## config.mk

```make
export PLATFORM = sky130hd
export DESIGN_NAME = outputPortTop
export DESIGN_NICKNAME = d
export VERILOG_FILES = /design/src/routerPkg.sv /design/src/flitDecoder.sv /design/src/outputArbiter.sv /design/src/flitMux.sv /design/src/outputPortTop.sv
export SDC_FILE = /design/constraint.sdc
export NUM_CORES = 1
export LEC_CHECK = 0
export BUFFER_PORTS_ARGS = -buffer_cell sky130_fd_sc_hd__buf_4
export CAP_MARGIN = 10
export CORE_MARGIN = 2
export CORE_UTILIZATION = 55
export DETAILED_ROUTE_END_ITERATION = 7
export PLACE_DENSITY = 0.77
export SYNTH_ARGS = -nofsm -noshare
export SYNTH_HDL_FRONTEND = slang
export SYNTH_SLANG_ARGS = --single-unit
```

## constraint.sdc

```tcl
create_clock -name clk -period 14.35 [get_ports clk]
set_input_delay 0 -clock clk [delete_from_list [all_inputs] [get_ports clk]]
set_output_delay 0 -clock clk [all_outputs]
set_load 0.01 [all_outputs]
```

## src/routerPkg.sv

```systemverilog
package routerPkg;

  // Flit layout.
  localparam int FlitWidth = 16;
  localparam int KindWidth = 3;
  localparam int LengthWidth = 12;

  // Inputs in the order Local, North, East, West, South.
  localparam int NumPorts = 5;

  // Flit kind sits in the top bits of every flit.
  typedef enum logic [KindWidth-1:0]
  {
    kindHead = 3'b001,
    kindBody = 3'b010,
    kindTail = 3'b100
  } flitKind;

  // One-hot arbiter state.
  // Bit 0 is idle and bits 1 to 5 follow the port order.
  typedef enum logic [5:0]
  {
    stIdle  = 6'b000001,
    stLocal = 6'b000010,
    stNorth = 6'b000100,
    stEast  = 6'b001000,
    stWest  = 6'b010000,
    stSouth = 6'b100000
  } arbState;

endpackage

```

## src/flitDecoder.sv

```systemverilog
module flitDecoder
(
  input  logic                                clk,
  input  logic                                rst,
  input  logic                                inValid,
  input  logic [routerPkg::FlitWidth-1:0]     inFlit,
  input  logic                                accepted,
  output logic                                req,
  output logic [routerPkg::LengthWidth-1:0]   holdLimit
);

  routerPkg::flitKind kind;
  logic               isHead;
  logic               transfer;

  // Kind field from the top bits.
  assign kind = routerPkg::flitKind'(inFlit[routerPkg::FlitWidth-1 -: routerPkg::KindWidth]);
  assign isHead = (kind == routerPkg::kindHead);

  assign transfer = inValid && accepted;

  // Request stays up while a flit waits.
  assign req = inValid;

  // Hold limit comes from the latest accepted head flit.
  always_ff @(posedge clk)
  begin
    if (rst)
    begin
      holdLimit <= '0;
    end
    else if (transfer && isHead)
    begin
      holdLimit <= inFlit[routerPkg::LengthWidth-1:0];
    end
  end

endmodule

```

## src/outputArbiter.sv

```systemverilog
module outputArbiter
(
  input  logic                                clk,
  input  logic                                rst,
  input  logic [routerPkg::NumPorts-1:0]      req,
  input  logic [routerPkg::LengthWidth-1:0]   holdLimitL,
  input  logic [routerPkg::LengthWidth-1:0]   holdLimitN,
  input  logic [routerPkg::LengthWidth-1:0]   holdLimitE,
  input  logic [routerPkg::LengthWidth-1:0]   holdLimitW,
  input  logic [routerPkg::LengthWidth-1:0]   holdLimitS,
  output logic [routerPkg::NumPorts-1:0]      accept,
  output routerPkg::arbState                  state
);

  routerPkg::arbState                 nextState;
  logic [routerPkg::LengthWidth-1:0]  holdCount;
  logic [routerPkg::LengthWidth-1:0]  holderLimit;
  logic                               holderReq;
  logic                               keep;
  int                                 startIdx;

  // First requester found from start, wrapping once round all inputs.
  function automatic routerPkg::arbState pickNext
  (
    input logic [routerPkg::NumPorts-1:0] r,
    input int                             start
  );
    int idx;
    pickNext = routerPkg::stIdle;
    // Walk backwards so the nearest requester is written last.
    for (int off = routerPkg::NumPorts - 1; off >= 0; off--)
    begin
      idx = (start + off) % routerPkg::NumPorts;
      if (r[idx])
      begin
        pickNext = routerPkg::arbState'(6'(1) << (idx + 1));
      end
    end
  endfunction

  // Holder's request, limit and the rotated search start.
  always_comb
  begin
    holderLimit = '0;
    holderReq = 1'b0;
    startIdx = 0;
    case (state)
      routerPkg::stLocal:
      begin
        holderLimit = holdLimitL;
        holderReq = req[0];
        startIdx = 1;
      end
      routerPkg::stNorth:
      begin
        holderLimit = holdLimitN;
        holderReq = req[1];
        startIdx = 2;
      end
      routerPkg::stEast:
      begin
        holderLimit = holdLimitE;
        holderReq = req[2];
        startIdx = 3;
      end
      routerPkg::stWest:
      begin
        holderLimit = holdLimitW;
        holderReq = req[3];
        startIdx = 4;
      end
      routerPkg::stSouth:
      begin
        holderLimit = holdLimitS;
        holderReq = req[4];
        startIdx = 0;
      end
      default:
      begin
        // Idle searches by fixed priority from Local.
        startIdx = 0;
      end
    endcase
  end

  assign keep = holderReq && (holdCount != holderLimit);

  always_comb
  begin
    if (keep)
    begin
      nextState = state;
    end
    else
    begin
      nextState = pickNext(req, startIdx);
    end
  end

  always_ff @(posedge clk)
  begin
    if (rst)
    begin
      state <= routerPkg::stIdle;
      holdCount <= '0;
    end
    else
    begin
      state <= nextState;
      // Count clears whenever the grant is re-decided.
      if (keep)
      begin
        holdCount <= holdCount + 1'b1;
      end
      else
      begin
        holdCount <= '0;
      end
    end
  end

  assign accept = state[routerPkg::NumPorts:1];

endmodule

```

## src/flitMux.sv

```systemverilog
module flitMux
(
  input  logic                              clk,
  input  logic                              rst,
  input  routerPkg::arbState                state,
  input  logic [routerPkg::NumPorts-1:0]    inValid,
  input  logic [routerPkg::FlitWidth-1:0]   inFlitL,
  input  logic [routerPkg::FlitWidth-1:0]   inFlitN,
  input  logic [routerPkg::FlitWidth-1:0]   inFlitE,
  input  logic [routerPkg::FlitWidth-1:0]   inFlitW,
  input  logic [routerPkg::FlitWidth-1:0]   inFlitS,
  output logic                              outValid,
  output logic [routerPkg::FlitWidth-1:0]   outFlit,
  output routerPkg::arbState                outSrc
);

  logic                             selValid;
  logic [routerPkg::FlitWidth-1:0]  selFlit;

  // Holder's flit and valid.
  always_comb
  begin
    selValid = 1'b0;
    selFlit = '0;
    case (state)
      routerPkg::stLocal:
      begin
        selValid = inValid[0];
        selFlit = inFlitL;
      end
      routerPkg::stNorth:
      begin
        selValid = inValid[1];
        selFlit = inFlitN;
      end
      routerPkg::stEast:
      begin
        selValid = inValid[2];
        selFlit = inFlitE;
      end
      routerPkg::stWest:
      begin
        selValid = inValid[3];
        selFlit = inFlitW;
      end
      routerPkg::stSouth:
      begin
        selValid = inValid[4];
        selFlit = inFlitS;
      end
      default:
      begin
        selValid = 1'b0;
      end
    endcase
  end

  always_ff @(posedge clk)
  begin
    if (rst)
    begin
      outValid <= 1'b0;
      outSrc <= routerPkg::stIdle;
    end
    else
    begin
      outValid <= selValid;
      if (selValid)
      begin
        outSrc <= state;
      end
    end
  end

  // Flit word itself.
  always_ff @(posedge clk)
  begin
    if (selValid)
    begin
      outFlit <= selFlit;
    end
  end

endmodule

```

## src/outputPortTop.sv

```systemverilog
module outputPortTop
(
  input  logic                              clk,
  input  logic                              rst,
  input  logic [routerPkg::NumPorts-1:0]    inValid,
  input  logic [routerPkg::FlitWidth-1:0]   inFlitL,
  input  logic [routerPkg::FlitWidth-1:0]   inFlitN,
  input  logic [routerPkg::FlitWidth-1:0]   inFlitE,
  input  logic [routerPkg::FlitWidth-1:0]   inFlitW,
  input  logic [routerPkg::FlitWidth-1:0]   inFlitS,
  output logic [routerPkg::NumPorts-1:0]    accept,
  output logic                              outValid,
  output logic [routerPkg::FlitWidth-1:0]   outFlit,
  output routerPkg::arbState                outSrc
);

  logic [routerPkg::NumPorts-1:0]     req;
  logic [routerPkg::LengthWidth-1:0]  holdLimitL;
  logic [routerPkg::LengthWidth-1:0]  holdLimitN;
  logic [routerPkg::LengthWidth-1:0]  holdLimitE;
  logic [routerPkg::LengthWidth-1:0]  holdLimitW;
  logic [routerPkg::LengthWidth-1:0]  holdLimitS;
  routerPkg::arbState                 state;

  // Decode stage, one per input.
  flitDecoder decL
  (
    .clk       (clk),
    .rst       (rst),
    .inValid   (inValid[0]),
    .inFlit    (inFlitL),
    .accepted  (accept[0]),
    .req       (req[0]),
    .holdLimit (holdLimitL)
  );

  flitDecoder decN
  (
    .clk       (clk),
    .rst       (rst),
    .inValid   (inValid[1]),
    .inFlit    (inFlitN),
    .accepted  (accept[1]),
    .req       (req[1]),
    .holdLimit (holdLimitN)
  );

  flitDecoder decE
  (
    .clk       (clk),
    .rst       (rst),
    .inValid   (inValid[2]),
    .inFlit    (inFlitE),
    .accepted  (accept[2]),
    .req       (req[2]),
    .holdLimit (holdLimitE)
  );

  flitDecoder decW
  (
    .clk       (clk),
    .rst       (rst),
    .inValid   (inValid[3]),
    .inFlit    (inFlitW),
    .accepted  (accept[3]),
    .req       (req[3]),
    .holdLimit (holdLimitW)
  );

  flitDecoder decS
  (
    .clk       (clk),
    .rst       (rst),
    .inValid   (inValid[4]),
    .inFlit    (inFlitS),
    .accepted  (accept[4]),
    .req       (req[4]),
    .holdLimit (holdLimitS)
  );

  outputArbiter arb
  (
    .clk        (clk),
    .rst        (rst),
    .req        (req),
    .holdLimitL (holdLimitL),
    .holdLimitN (holdLimitN),
    .holdLimitE (holdLimitE),
    .holdLimitW (holdLimitW),
    .holdLimitS (holdLimitS),
    .accept     (accept),
    .state      (state)
  );

  flitMux mux
  (
    .clk      (clk),
    .rst      (rst),
    .state    (state),
    .inValid  (inValid),
    .inFlitL  (inFlitL),
    .inFlitN  (inFlitN),
    .inFlitE  (inFlitE),
    .inFlitW  (inFlitW),
    .inFlitS  (inFlitS),
    .outValid (outValid),
    .outFlit  (outFlit),
    .outSrc   (outSrc)
  );

endmodule

```

# After elaboration in Yosys (flattened, before gate mapping)
# Cells that the tools add are included.
# word_totals
wordCells	83
input_bits	87
out_inout_bits	28
reg_bits	101
# op_classes
n_lt_le_gt_ge	5
div	5
n_reduce_logical	12
addsub	10
n_bitwise	1
mux	24
n_eq_ne	11
shifts	5
# op_table
operator	n
$add A32 B2 Y32 const B	5
$lt A32 B5 Y1 const B	5
$mod A32 B4 Y32 const B	5
$shl A1 B32 Y6 const A	5
$pmux W16 S5	1
$pmux W12 S5	1
$mux W6	5
$bmux W1 S3	5
$eq A3 B1 Y1 const B	5
$add A12 B1 Y12 const B	1
$ne A12 B12 Y1	1
$pmux W3 S4	1
$logic_and A1 B1 Y1	11
$mux W1	10
$add A3 B2 Y4 const B	2
$eq A6 B2 Y1 const B	1
$eq A6 B3 Y1 const B	1
$eq A6 B4 Y1 const B	1
$eq A6 B5 Y1 const B	1
$eq A6 B6 Y1 const B	1
$pmux W1 S5	1
$add A3 B1 Y4 const B	1
$add A3 B3 Y4 const B	1
$reduce_or A2 Y1	1
$not A1 Y1	1

# Logic depth before layout (Yosys ltp)
# Gate-level depths: netlist of the first run.
# logic_depth
depth_word	12
depth_mapped	24
ltp_nobuf	21

# Modules after synthesis
# Synthesis of the first run repeated with hierarchy kept, for this count alone.
# unflattened
cells_unflattened	988
area_unflattened_um2	8354.3
# modules_own_cells
module	area_each_um2	cells_each	instances	seq_area_each_um2
outputArbiter	4274.1	605	1	360.3
flitDecoder	569.3	55	5	240.2
flitMux	1233.7	108	1	620.6

# Worst setup path before layout of the first run
# OpenSTA, ideal clock, no wires.
# synth_timing
path_type	register -> register
start	register arb.state[1]
end	register arb.state[0]
setup_time_ps	122
t_arrival_ps	5806
setup_slack_ps	8421
n_path_buf	5
required_time_ps	14228
path_stages_with_launch	24
cell_sequence	dfxtp_1 > buf_4 > nor4_4 > nand2_2 > inv_2 > buf_2 > buf_1 > clkbuf_1 > ha_1 > clkbuf_1 > inv_1 > ha_1 > or3_1 > nand3_1 > o221ai_2 > ha_1 > nor2b_1 > nor2_1 > a31oi_1 > mux2_2 > o32a_1 > or2_2 > a31o_2 > a311o_1
# synth_between
elab_chain_len	12
# synth_rtl
element	line_no	source
start, declared	outputArbiter.sv:12	output routerPkg::arbState state
start signal, assigned	outputArbiter.sv:104	state <= routerPkg::stIdle;
start signal, assigned	outputArbiter.sv:109	state <= nextState;
branches (longest 12 deep; another with $mod A32 B4 Y32)	n/a	
# Parallel ways; which one is timed is not known. The select of a mux whose other input is x is not followed.
# A chain may end at the register's enable or synchronous reset.

# Worst setup path after layout of the first run
# layout_timing
start	register arb.state[2]
end	register arb.state[4]
# Same word-level chain as after synthesis.

==> results of run 1 <==
worst paths after layout:
check	startpoint	slack, ps	endpoint
min	inValid[3]	20	mux.outSrc[4]
min reg2reg	mux.outSrc[0]	460	mux.outSrc[0]
max reg2reg	arb.state[2]	7570	arb.state[4]
max	arb.state[2]	7570	arb.state[4]
metrics by stage:
step | hold WS [ps] | cells | cell area, um^2 | total power, uW | worst slack, ps
after floorplan | 143.9 | 892 | 7478 | 1215 | 8421
after global placement | 243.0 | 1128 | 8348 | 1500 | 7968
after detailed placement | 252.6 | 1128 | 8348 | 1497 | 7825
after CTS | 3.075 | 1217 | 9379 | 1767 | 7799
after global routing | 27.49 | 1217 | 9379 | 1924 | 7093
final | 23.07 | 1217 | 9379 | 1815 | 7572
Yosys cell counts (all sizes together), types with 10 or more instances:
master / count
a211oi: 10
a21oi: 34
a222oi: 28
a22oi: 34
a31oi: 12
and3: 14
buf: 36
clkbuf: 26
dfxtp: 85
edfxtp: 16
ha: 27
inv: 30
mux2i: 75
nand2: 70
nand3: 25
nor2: 112
nor3: 19
nor4: 14
o21ai: 32
xnor2: 17
xor2: 10
repair_timing:
item	4_1_cts	5_1_grt
resized for setup	0	0
hold buffers	73	0
hold endpoints to repair	77	0
cell type report:
class                           instances  area (um^2)
Clock buffer                           11        242.7
Clock inverter                          5        57.56
Tap cell                              176        220.2
Fill cell                             995         3864
Inverter                               31        116.4
Multi-Input combinational cell        698         4913
Timing Repair Buffer                  195         1647
Sequential cell                       101         2182
per-layer routing:
layer  share of wire  vias up  global-route usage
met5               0        -                   0
met1            0.42     3820              0.4647
met3            0.10       56             0.08066
met4           0.020        0             0.08358
met2            0.46      515              0.5586
li1                -     3672                   -
state kept, by name, indices dropped and copies added (netlist names):
register	cells
arb.holdCount	12
arb.state	6
decE.holdLimit	12
decL.holdLimit	12
decN.holdLimit	12
decS.holdLimit	12
decW.holdLimit	12
mux.outFlit	16
mux.outSrc	6
mux.outValid	1
critical path: cells and delay by family (launching register included):
kind                     cells  cell delay, ps
flip-flops                   1             480
adder cells (fa/ha/maj)      3            1120
buffers and inverters        2             870
AO/OA/AOI/OAI                9            2190
AND/OR/NAND/NOR              5            2000
logic make-up (layout without fill, tap and decap cells):
group | count (synthesis) | count (layout) | share of synthesized area
AOI/OAI and AO/OA | 239 | 239 | 0.2495
and+or+nand+nor | 326 | 326 | 0.2203
adders and majority gates | 27 | 27 | 0.04517
muxes | 79 | 79 | 0.1064
buffers and inverters | 93 | 242 | 0.05421
xor gates and xnor gates | 27 | 27 | 0.03262
DFF | 101 | 101 | 0.2918
power by group:
part           internal, uW  total, uW  switching [uW]
clock                   140        246             105
sequential              322        357            35.4
combinational           456       1210             757
==> qor.yml, run 1 <==
outcome:
  outcome: "finished, final reports clean"
timing:
  setup_violations: 0
  fin_worst_skew_ps: 7.725
  finalCriticalPeriod_ps: 6778
  fmax_mhz: 147.5
  fin_crit_sh: 0.4723
  hold_viol_final: 0
  tightest_slew_ps: 996.5
  final_max_slew_viol_count: 0
  grt_setup_unrepaired: "false"
  totalNegativeSetupSlack_ps: 0
  slew_headroom: 0.3300
cts:
  clock_latency_ps: 340
  postCtsSetupRepairBufs: 0
  cts_tree: "yes"
  h-tree-depth: 3
  cts_buffers: 9
  clock_tree.buffer_depth: 2
  clk_pin_slew_worst_paths_ps: 70
  root_buffer: "clkbuf_16"
  cts.sinks: 101
yosys:
  ys_warn_count: 0
  synth_nets: 1006
  ys_async_sr_fraction: 0
  synth.top_cell.area_share: 0.2275
  avgSynthCellArea_um2: 8.384
  syn_inst: 892
  synth-seq-cells: 101
  ys_seq_area_frac: 0.2918
  ys.flop_type: "dfxtp_1"
  synth_edf_count: 16
  synthDistinctLibCells: 90
  yosysTopAreaCell: "dfxtp_1"
  synthTopCellsByArea: "dfxtp_1, mux2i_1, edfxtp_1, nor2_1, ha_1"
  syn_area_um2: 7478
hold_path:
  hold_path.class: "in2reg"
  holdPathStages: 3
global_route:
  grt.total_usage: 0.3448
  overflow: 0
  antenna_found_initial: 0
  grt_pass1_vias: 7620
  grt_max_degree: 75
  grt_pass1_wl_mm: 39.98
floorplan:
  core-area_um2: 13240
  die_area_um2: 14550
  rows: 42
  fp.dieW_um: 120.6
  chipHeight_um: 120.6
  ioPinCount: 115
  start_util: 0.5647
routing:
  drc: 0
  routed_wl_mm: 25.65
  drt.antenna.violating_nets: 0
  wire_per_inst_um: 21.07
  viasPerCell: 6.625
  drtIter0Drc: 1009
  dr_total_vias: 8063
  drtPass1Iterations: 6
setup_path:
  cp_slowest_cell: "inv_2"
  critPathKind: "reg2reg"
  max_stage_delay_ps: 750
  reg2reg_depth: 19
  crit_chain: "nor4_4 > nand2_2 > inv_2 > ha_1 > inv_1 > ha_1 > nor3_1 > o21ai_0 > o221ai_2 > ha_1 > nor2b_1 > a311oi_1 > a31oi_1 > o32a_1 > o2111ai_1 > o21ai_1 > nor4_1 > a22oi_1 > a211oi_1"
  cp_common_cell: "ha_1"
  cp.arrival_ps: 7020
  worstPathRequired_ps: 14590
  critPathMaxFanout: 42
  end_kind: "flop"
  start_kind: "flop"
power_and_ir_drop:
  p_leak_uw: 0.004140
  power_density_nw_per_um2: 193.5
  ir_drop_v: 0.0001326
finish:
  synthToLayoutAreaGrowth_pct: 25.41
  nets: 1150
  antenna_cells: 0
  final_util: 0.7082
  mostFrequentLayoutCells: "buf_4, nor2_1, dfxtp_1, mux2i_1, dlygate4sd3_1"
  mostFrequentLayoutCell: "buf_4"
  drive_gt1_frac: 0.1758
place:
  port_buffers: 114
  dpl.hpwl_mm: 16.65
  place.gp.congestion: 1.033
run:
  max_cap_violations: 0
(Power assumes the default switching activity.)
==> run 2, diff against run 1 <==
--- a/config.mk
+++ b/config.mk
@@ -5,6 +5,7 @@
 export SDC_FILE = /design/constraint.sdc
 export NUM_CORES = 1
 export LEC_CHECK = 0
+export ABC_AREA = 1
 export BUFFER_PORTS_ARGS = -buffer_cell sky130_fd_sc_hd__buf_4
 export CAP_MARGIN = 10
 export CORE_MARGIN = 2
==> constraint.sdc (replaced) <==
create_clock -name clk -period 6.3 [get_ports clk]
set_input_delay 0 -clock clk [delete_from_list [all_inputs] [get_ports clk]]
set_output_delay 0 -clock clk [all_outputs]
set_load 0.01 [all_outputs]
==> run 2 against run 1 <==
Compared with the run above:
- critical path depth up 11
- non-clock buffer count down 6
- critical endpoint is now arb.state[2]
- synthesized cell count up 15%
- critical path type unchanged
==> qor.yml, run 2 <==
global_route:
  antenna_found_initial: 0  # unchanged
  overflow: 0  # unchanged
  grt_max_degree: 41  # was 75
  grt_pass1_wl_mm: 35.75  # was 39.98 mm
  grt_pass1_vias: 7042  # was 7620
  grt.total_usage: 0.3222  # was 0.3448
cts:
  clock_tree.buffer_depth: 2  # unchanged
  postCtsSetupRepairBufs: 0  # unchanged
  clk_pin_slew_worst_paths_ps: 70  # about the same
  ctsHoldBuffers: 71  # was 73
  root_buffer: "clkbuf_16"  # unchanged
  ctsResizeCount: 0  # unchanged
  h-tree-depth: 3  # unchanged
  cts_buffers: 9  # unchanged
  clock_latency_ps: 350  # was 340 ps
  cts_tree: "yes"  # unchanged
  cts.sinks: 101  # unchanged
finish:
  top_register: "mux.outFlit"  # unchanged
  antenna_cells: 0  # unchanged
  mostFrequentLayoutCell: "nand2_1"  # was buf_4
  synthToLayoutAreaGrowth_pct: 26.54  # was 25.41%
  mostFrequentLayoutCells: "nand2_1, nor2_1, inv_1, buf_4, dfxtp_1"  # was buf_4, nor2_1, dfxtp_1, mux2i_1, dlygate4sd3_1
  largest_reg_flops: 16  # unchanged
  drive_gt1_frac: 0.1661  # was 0.1758
  nets: 1302  # was 1150
power_and_ir_drop:
  total_power_uw: 3396  # was 1815 uW
  power_density_nw_per_um2: 379.5  # was 193.5 nW/um^2
  sw_frac_of_total: 0.4948  # was 0.4943
  p_leak_uw: 0.004064  # was 0.004140 uW
  ir_drop_v: 0.0002277  # was 0.0001326 V
  p_switching_uw: 1680  # was 897.2 uW
  p_seq_frac: 0.226  # was 0.197
  clockPowerShare: 0.153  # was 0.135
  pwr-share-comb: 0.621  # was 0.668
  p_int_uw: 1715  # was 918.0 uW
floorplan:
  die_area_um2: 13780  # was 14550 um^2
  chipHeight_um: 117.4  # was 120.6 um
  ioPinCount: 115  # unchanged
  start_util: 0.5627  # was 0.5647
  rows: 41  # was 42
  fp.dieW_um: 117.4  # was 120.6 um
  core-area_um2: 12570  # was 13240 um^2
yosys:
  synth-seq-cells: 101  # unchanged
  synth_xor_area_frac: 0.04087  # was 0.03263
  ys.flop_type: "dfxtp_1"  # unchanged
  ys_seq_area_frac: 0.3086  # was 0.2918
  yosysTopAreaCell: "dfxtp_1"  # unchanged
  synth_common_cells: "nand2_1, nor2_1, inv_1"  # was nor2_1, dfxtp_1, mux2i_1
  synth_edf_count: 16  # unchanged
  synthTopCellsByArea: "dfxtp_1, nand2_1, nor2_1, edfxtp_1, inv_1"  # was dfxtp_1, mux2i_1, edfxtp_1, nor2_1, ha_1
  synthDistinctLibCells: 59  # was 90
  ys_warn_count: 0  # unchanged
  synth-compound-area-share: 0.1858  # was 0.2495
  synth.mux.area_fraction: 0  # was 0.1064
  avgSynthCellArea_um2: 6.886  # was 8.384 um^2
  synth_nets: 1141  # was 1006
  ys_async_sr_fraction: 0  # unchanged
  syn_area_um2: 7072  # was 7478 um^2
  synth-simple-area-share: 0.3153  # was 0.2203
  synth.top_cell.area_share: 0.2406  # was 0.2275
  syn_inst: 1027  # was 892
  synth_fa_ha_area_frac: 0.04777  # was 0.04517
  synth_top_family_by_area: "simple AND/OR/NAND/NOR gates"  # was compound AO/OA/AOI/OAI gates
  post-synth-top-count-cell: "nand2_1"  # was nor2_1
routing:
  dr_total_vias: 7630  # was 8063
  drt.antenna.violating_nets: 0  # unchanged
  routed_wl_mm: 22.68  # was 25.65 mm
  viasPerCell: 5.594  # was 6.625
  drc: 0  # unchanged
  drtIter0Drc: 826  # was 1009
  wire_per_inst_um: 16.62  # was 21.07 um
  drtPass1Iterations: 7  # was 6
timing:
  grt_setup_unrepaired: "false"  # unchanged
  setup_violations: 0  # unchanged
  final_max_slew_viol_count: 0  # unchanged
  fin_crit_sh: 0.7864  # was 0.4723
  finalCriticalPeriod_ps: 4954  # was 6778 ps
  totalNegativeSetupSlack_ps: 0  # unchanged
  fin_worst_skew_ps: 7.866  # was 7.725 ps
  hold_viol_final: 0  # unchanged
  tightest_slew_ps: 992.3  # was 996.5 ps
  fmax_mhz: 201.9  # was 147.5 MHz
  slew_headroom: 0.3366  # was 0.3300
setup_path:
  cp_common_cell: "nand2_1"  # was ha_1
  cp_slowest_cell: "dfxtp_1"  # was inv_2
  worstPathRequired_ps: 6580  # was 14590 ps
  cp.arrival_ps: 5240  # was 7020 ps
  max_stage_delay_ps: 480  # was 750 ps
  critPathKind: "reg2reg"  # unchanged
  end_kind: "flop"  # unchanged
  critPathMaxFanout: 9  # was 42
  start_kind: "flop"  # unchanged
  reg2reg_depth: 30  # was 19
place:
  place.gp.congestion: 0.9405  # was 1.033
  port_buffers: 114  # unchanged
  dpl.hpwl_mm: 15.56  # was 16.65 mm
run:
  max_cap_violations: 0  # unchanged
outcome:
  outcome: "finished, final reports clean"  # unchanged
hold_path:
  holdPathStages: 3  # unchanged
  hold_path.class: "in2reg"  # unchanged
run 2: layer usage:
| metal | share of wire | wire length (um) | track usage | vias up |
|---|---|---|---|---|
| met5 | 0 | 0 | 0 | - |
| met4 | 0.030 | 684 | 0.1145 | 0 |
| met1 | 0.45 | 10110 | 0.4627 | 3404 |
| met2 | 0.42 | 9461 | 0.4806 | 454 |
| li1 | - | - | - | 3716 |
| met3 | 0.11 | 2421 | 0.06372 | 56 |
run 2: power groups by stage:
| stage | Sequential [uW] | Combinational [uW] | Clock, uW |
|---|---|---|---|
| 2_1_floorplan | 789 | 1560 | 0 |
| 3_3_place_gp | 777 | 1980 | 0 |
| 3_5_place_dp | 780 | 2000 | 0 |
| 4_1_cts | 767 | 2060 | 515 |
| 5_1_grt | 775 | 2330 | 542 |
| 6_report | 769 | 2110 | 519 |
run 2: cell families (layout without fill, tap and decap cells):
kind of cell / after synthesis / in the layout
buffers and inverters: 176 / 341
adder cells (fa/ha/maj): 27 / 27
flip-flops: 101 / 101
AND/OR/NAND/NOR: 477 / 477
AO/OA/AOI/OAI: 216 / 216
XOR/XNOR: 30 / 30
run 2: worst paths after layout:
path / endpoint / slack, ps / start
setup / recovery: arb.state[2] / 1350 / arb.state[4]
hold / removal: mux.outSrc[4] / 40 / inValid[3]
setup reg to reg: arb.state[2] / 1350 / arb.state[4]
hold reg to reg: mux.outSrc[0] / 450 / mux.outSrc[0]
run 2: area by class of cell:
type                    instances  area (um^2)
multi-input cells             750         4174
fillers                      1039         3620
flip-flops and latches        101         2182
repair buffers                189         1597
inverters                     137        516.7
clock buffers                  13        250.2
well taps                     172        215.2
clock inverters                 2        13.76
run 2: worst max-delay path: cells and delay by family, from the launching register on:
family                     cells  cell delay, ps
AOI/OAI and AO/OA              1             110
adders and majority gates      4            1060
buffers and inverters          4             600
DFF                            1             480
and+or+nand+nor               21            2640
run 2: metrics by stage:
step	setup WS, ps	area [um^2]	util	cells	hold slack (ps)
global placement	1477	7974	0.6344	1278	212.5
finish	1346	8949	0.7120	1364	36.28
floorplan	2045	7072	-	1027	69.07
global route	930.0	8949	0.7120	1364	39.45
detailed placement	1474	7974	0.6344	1278	212.4
CTS	1429	8949	0.7120	1364	26.31
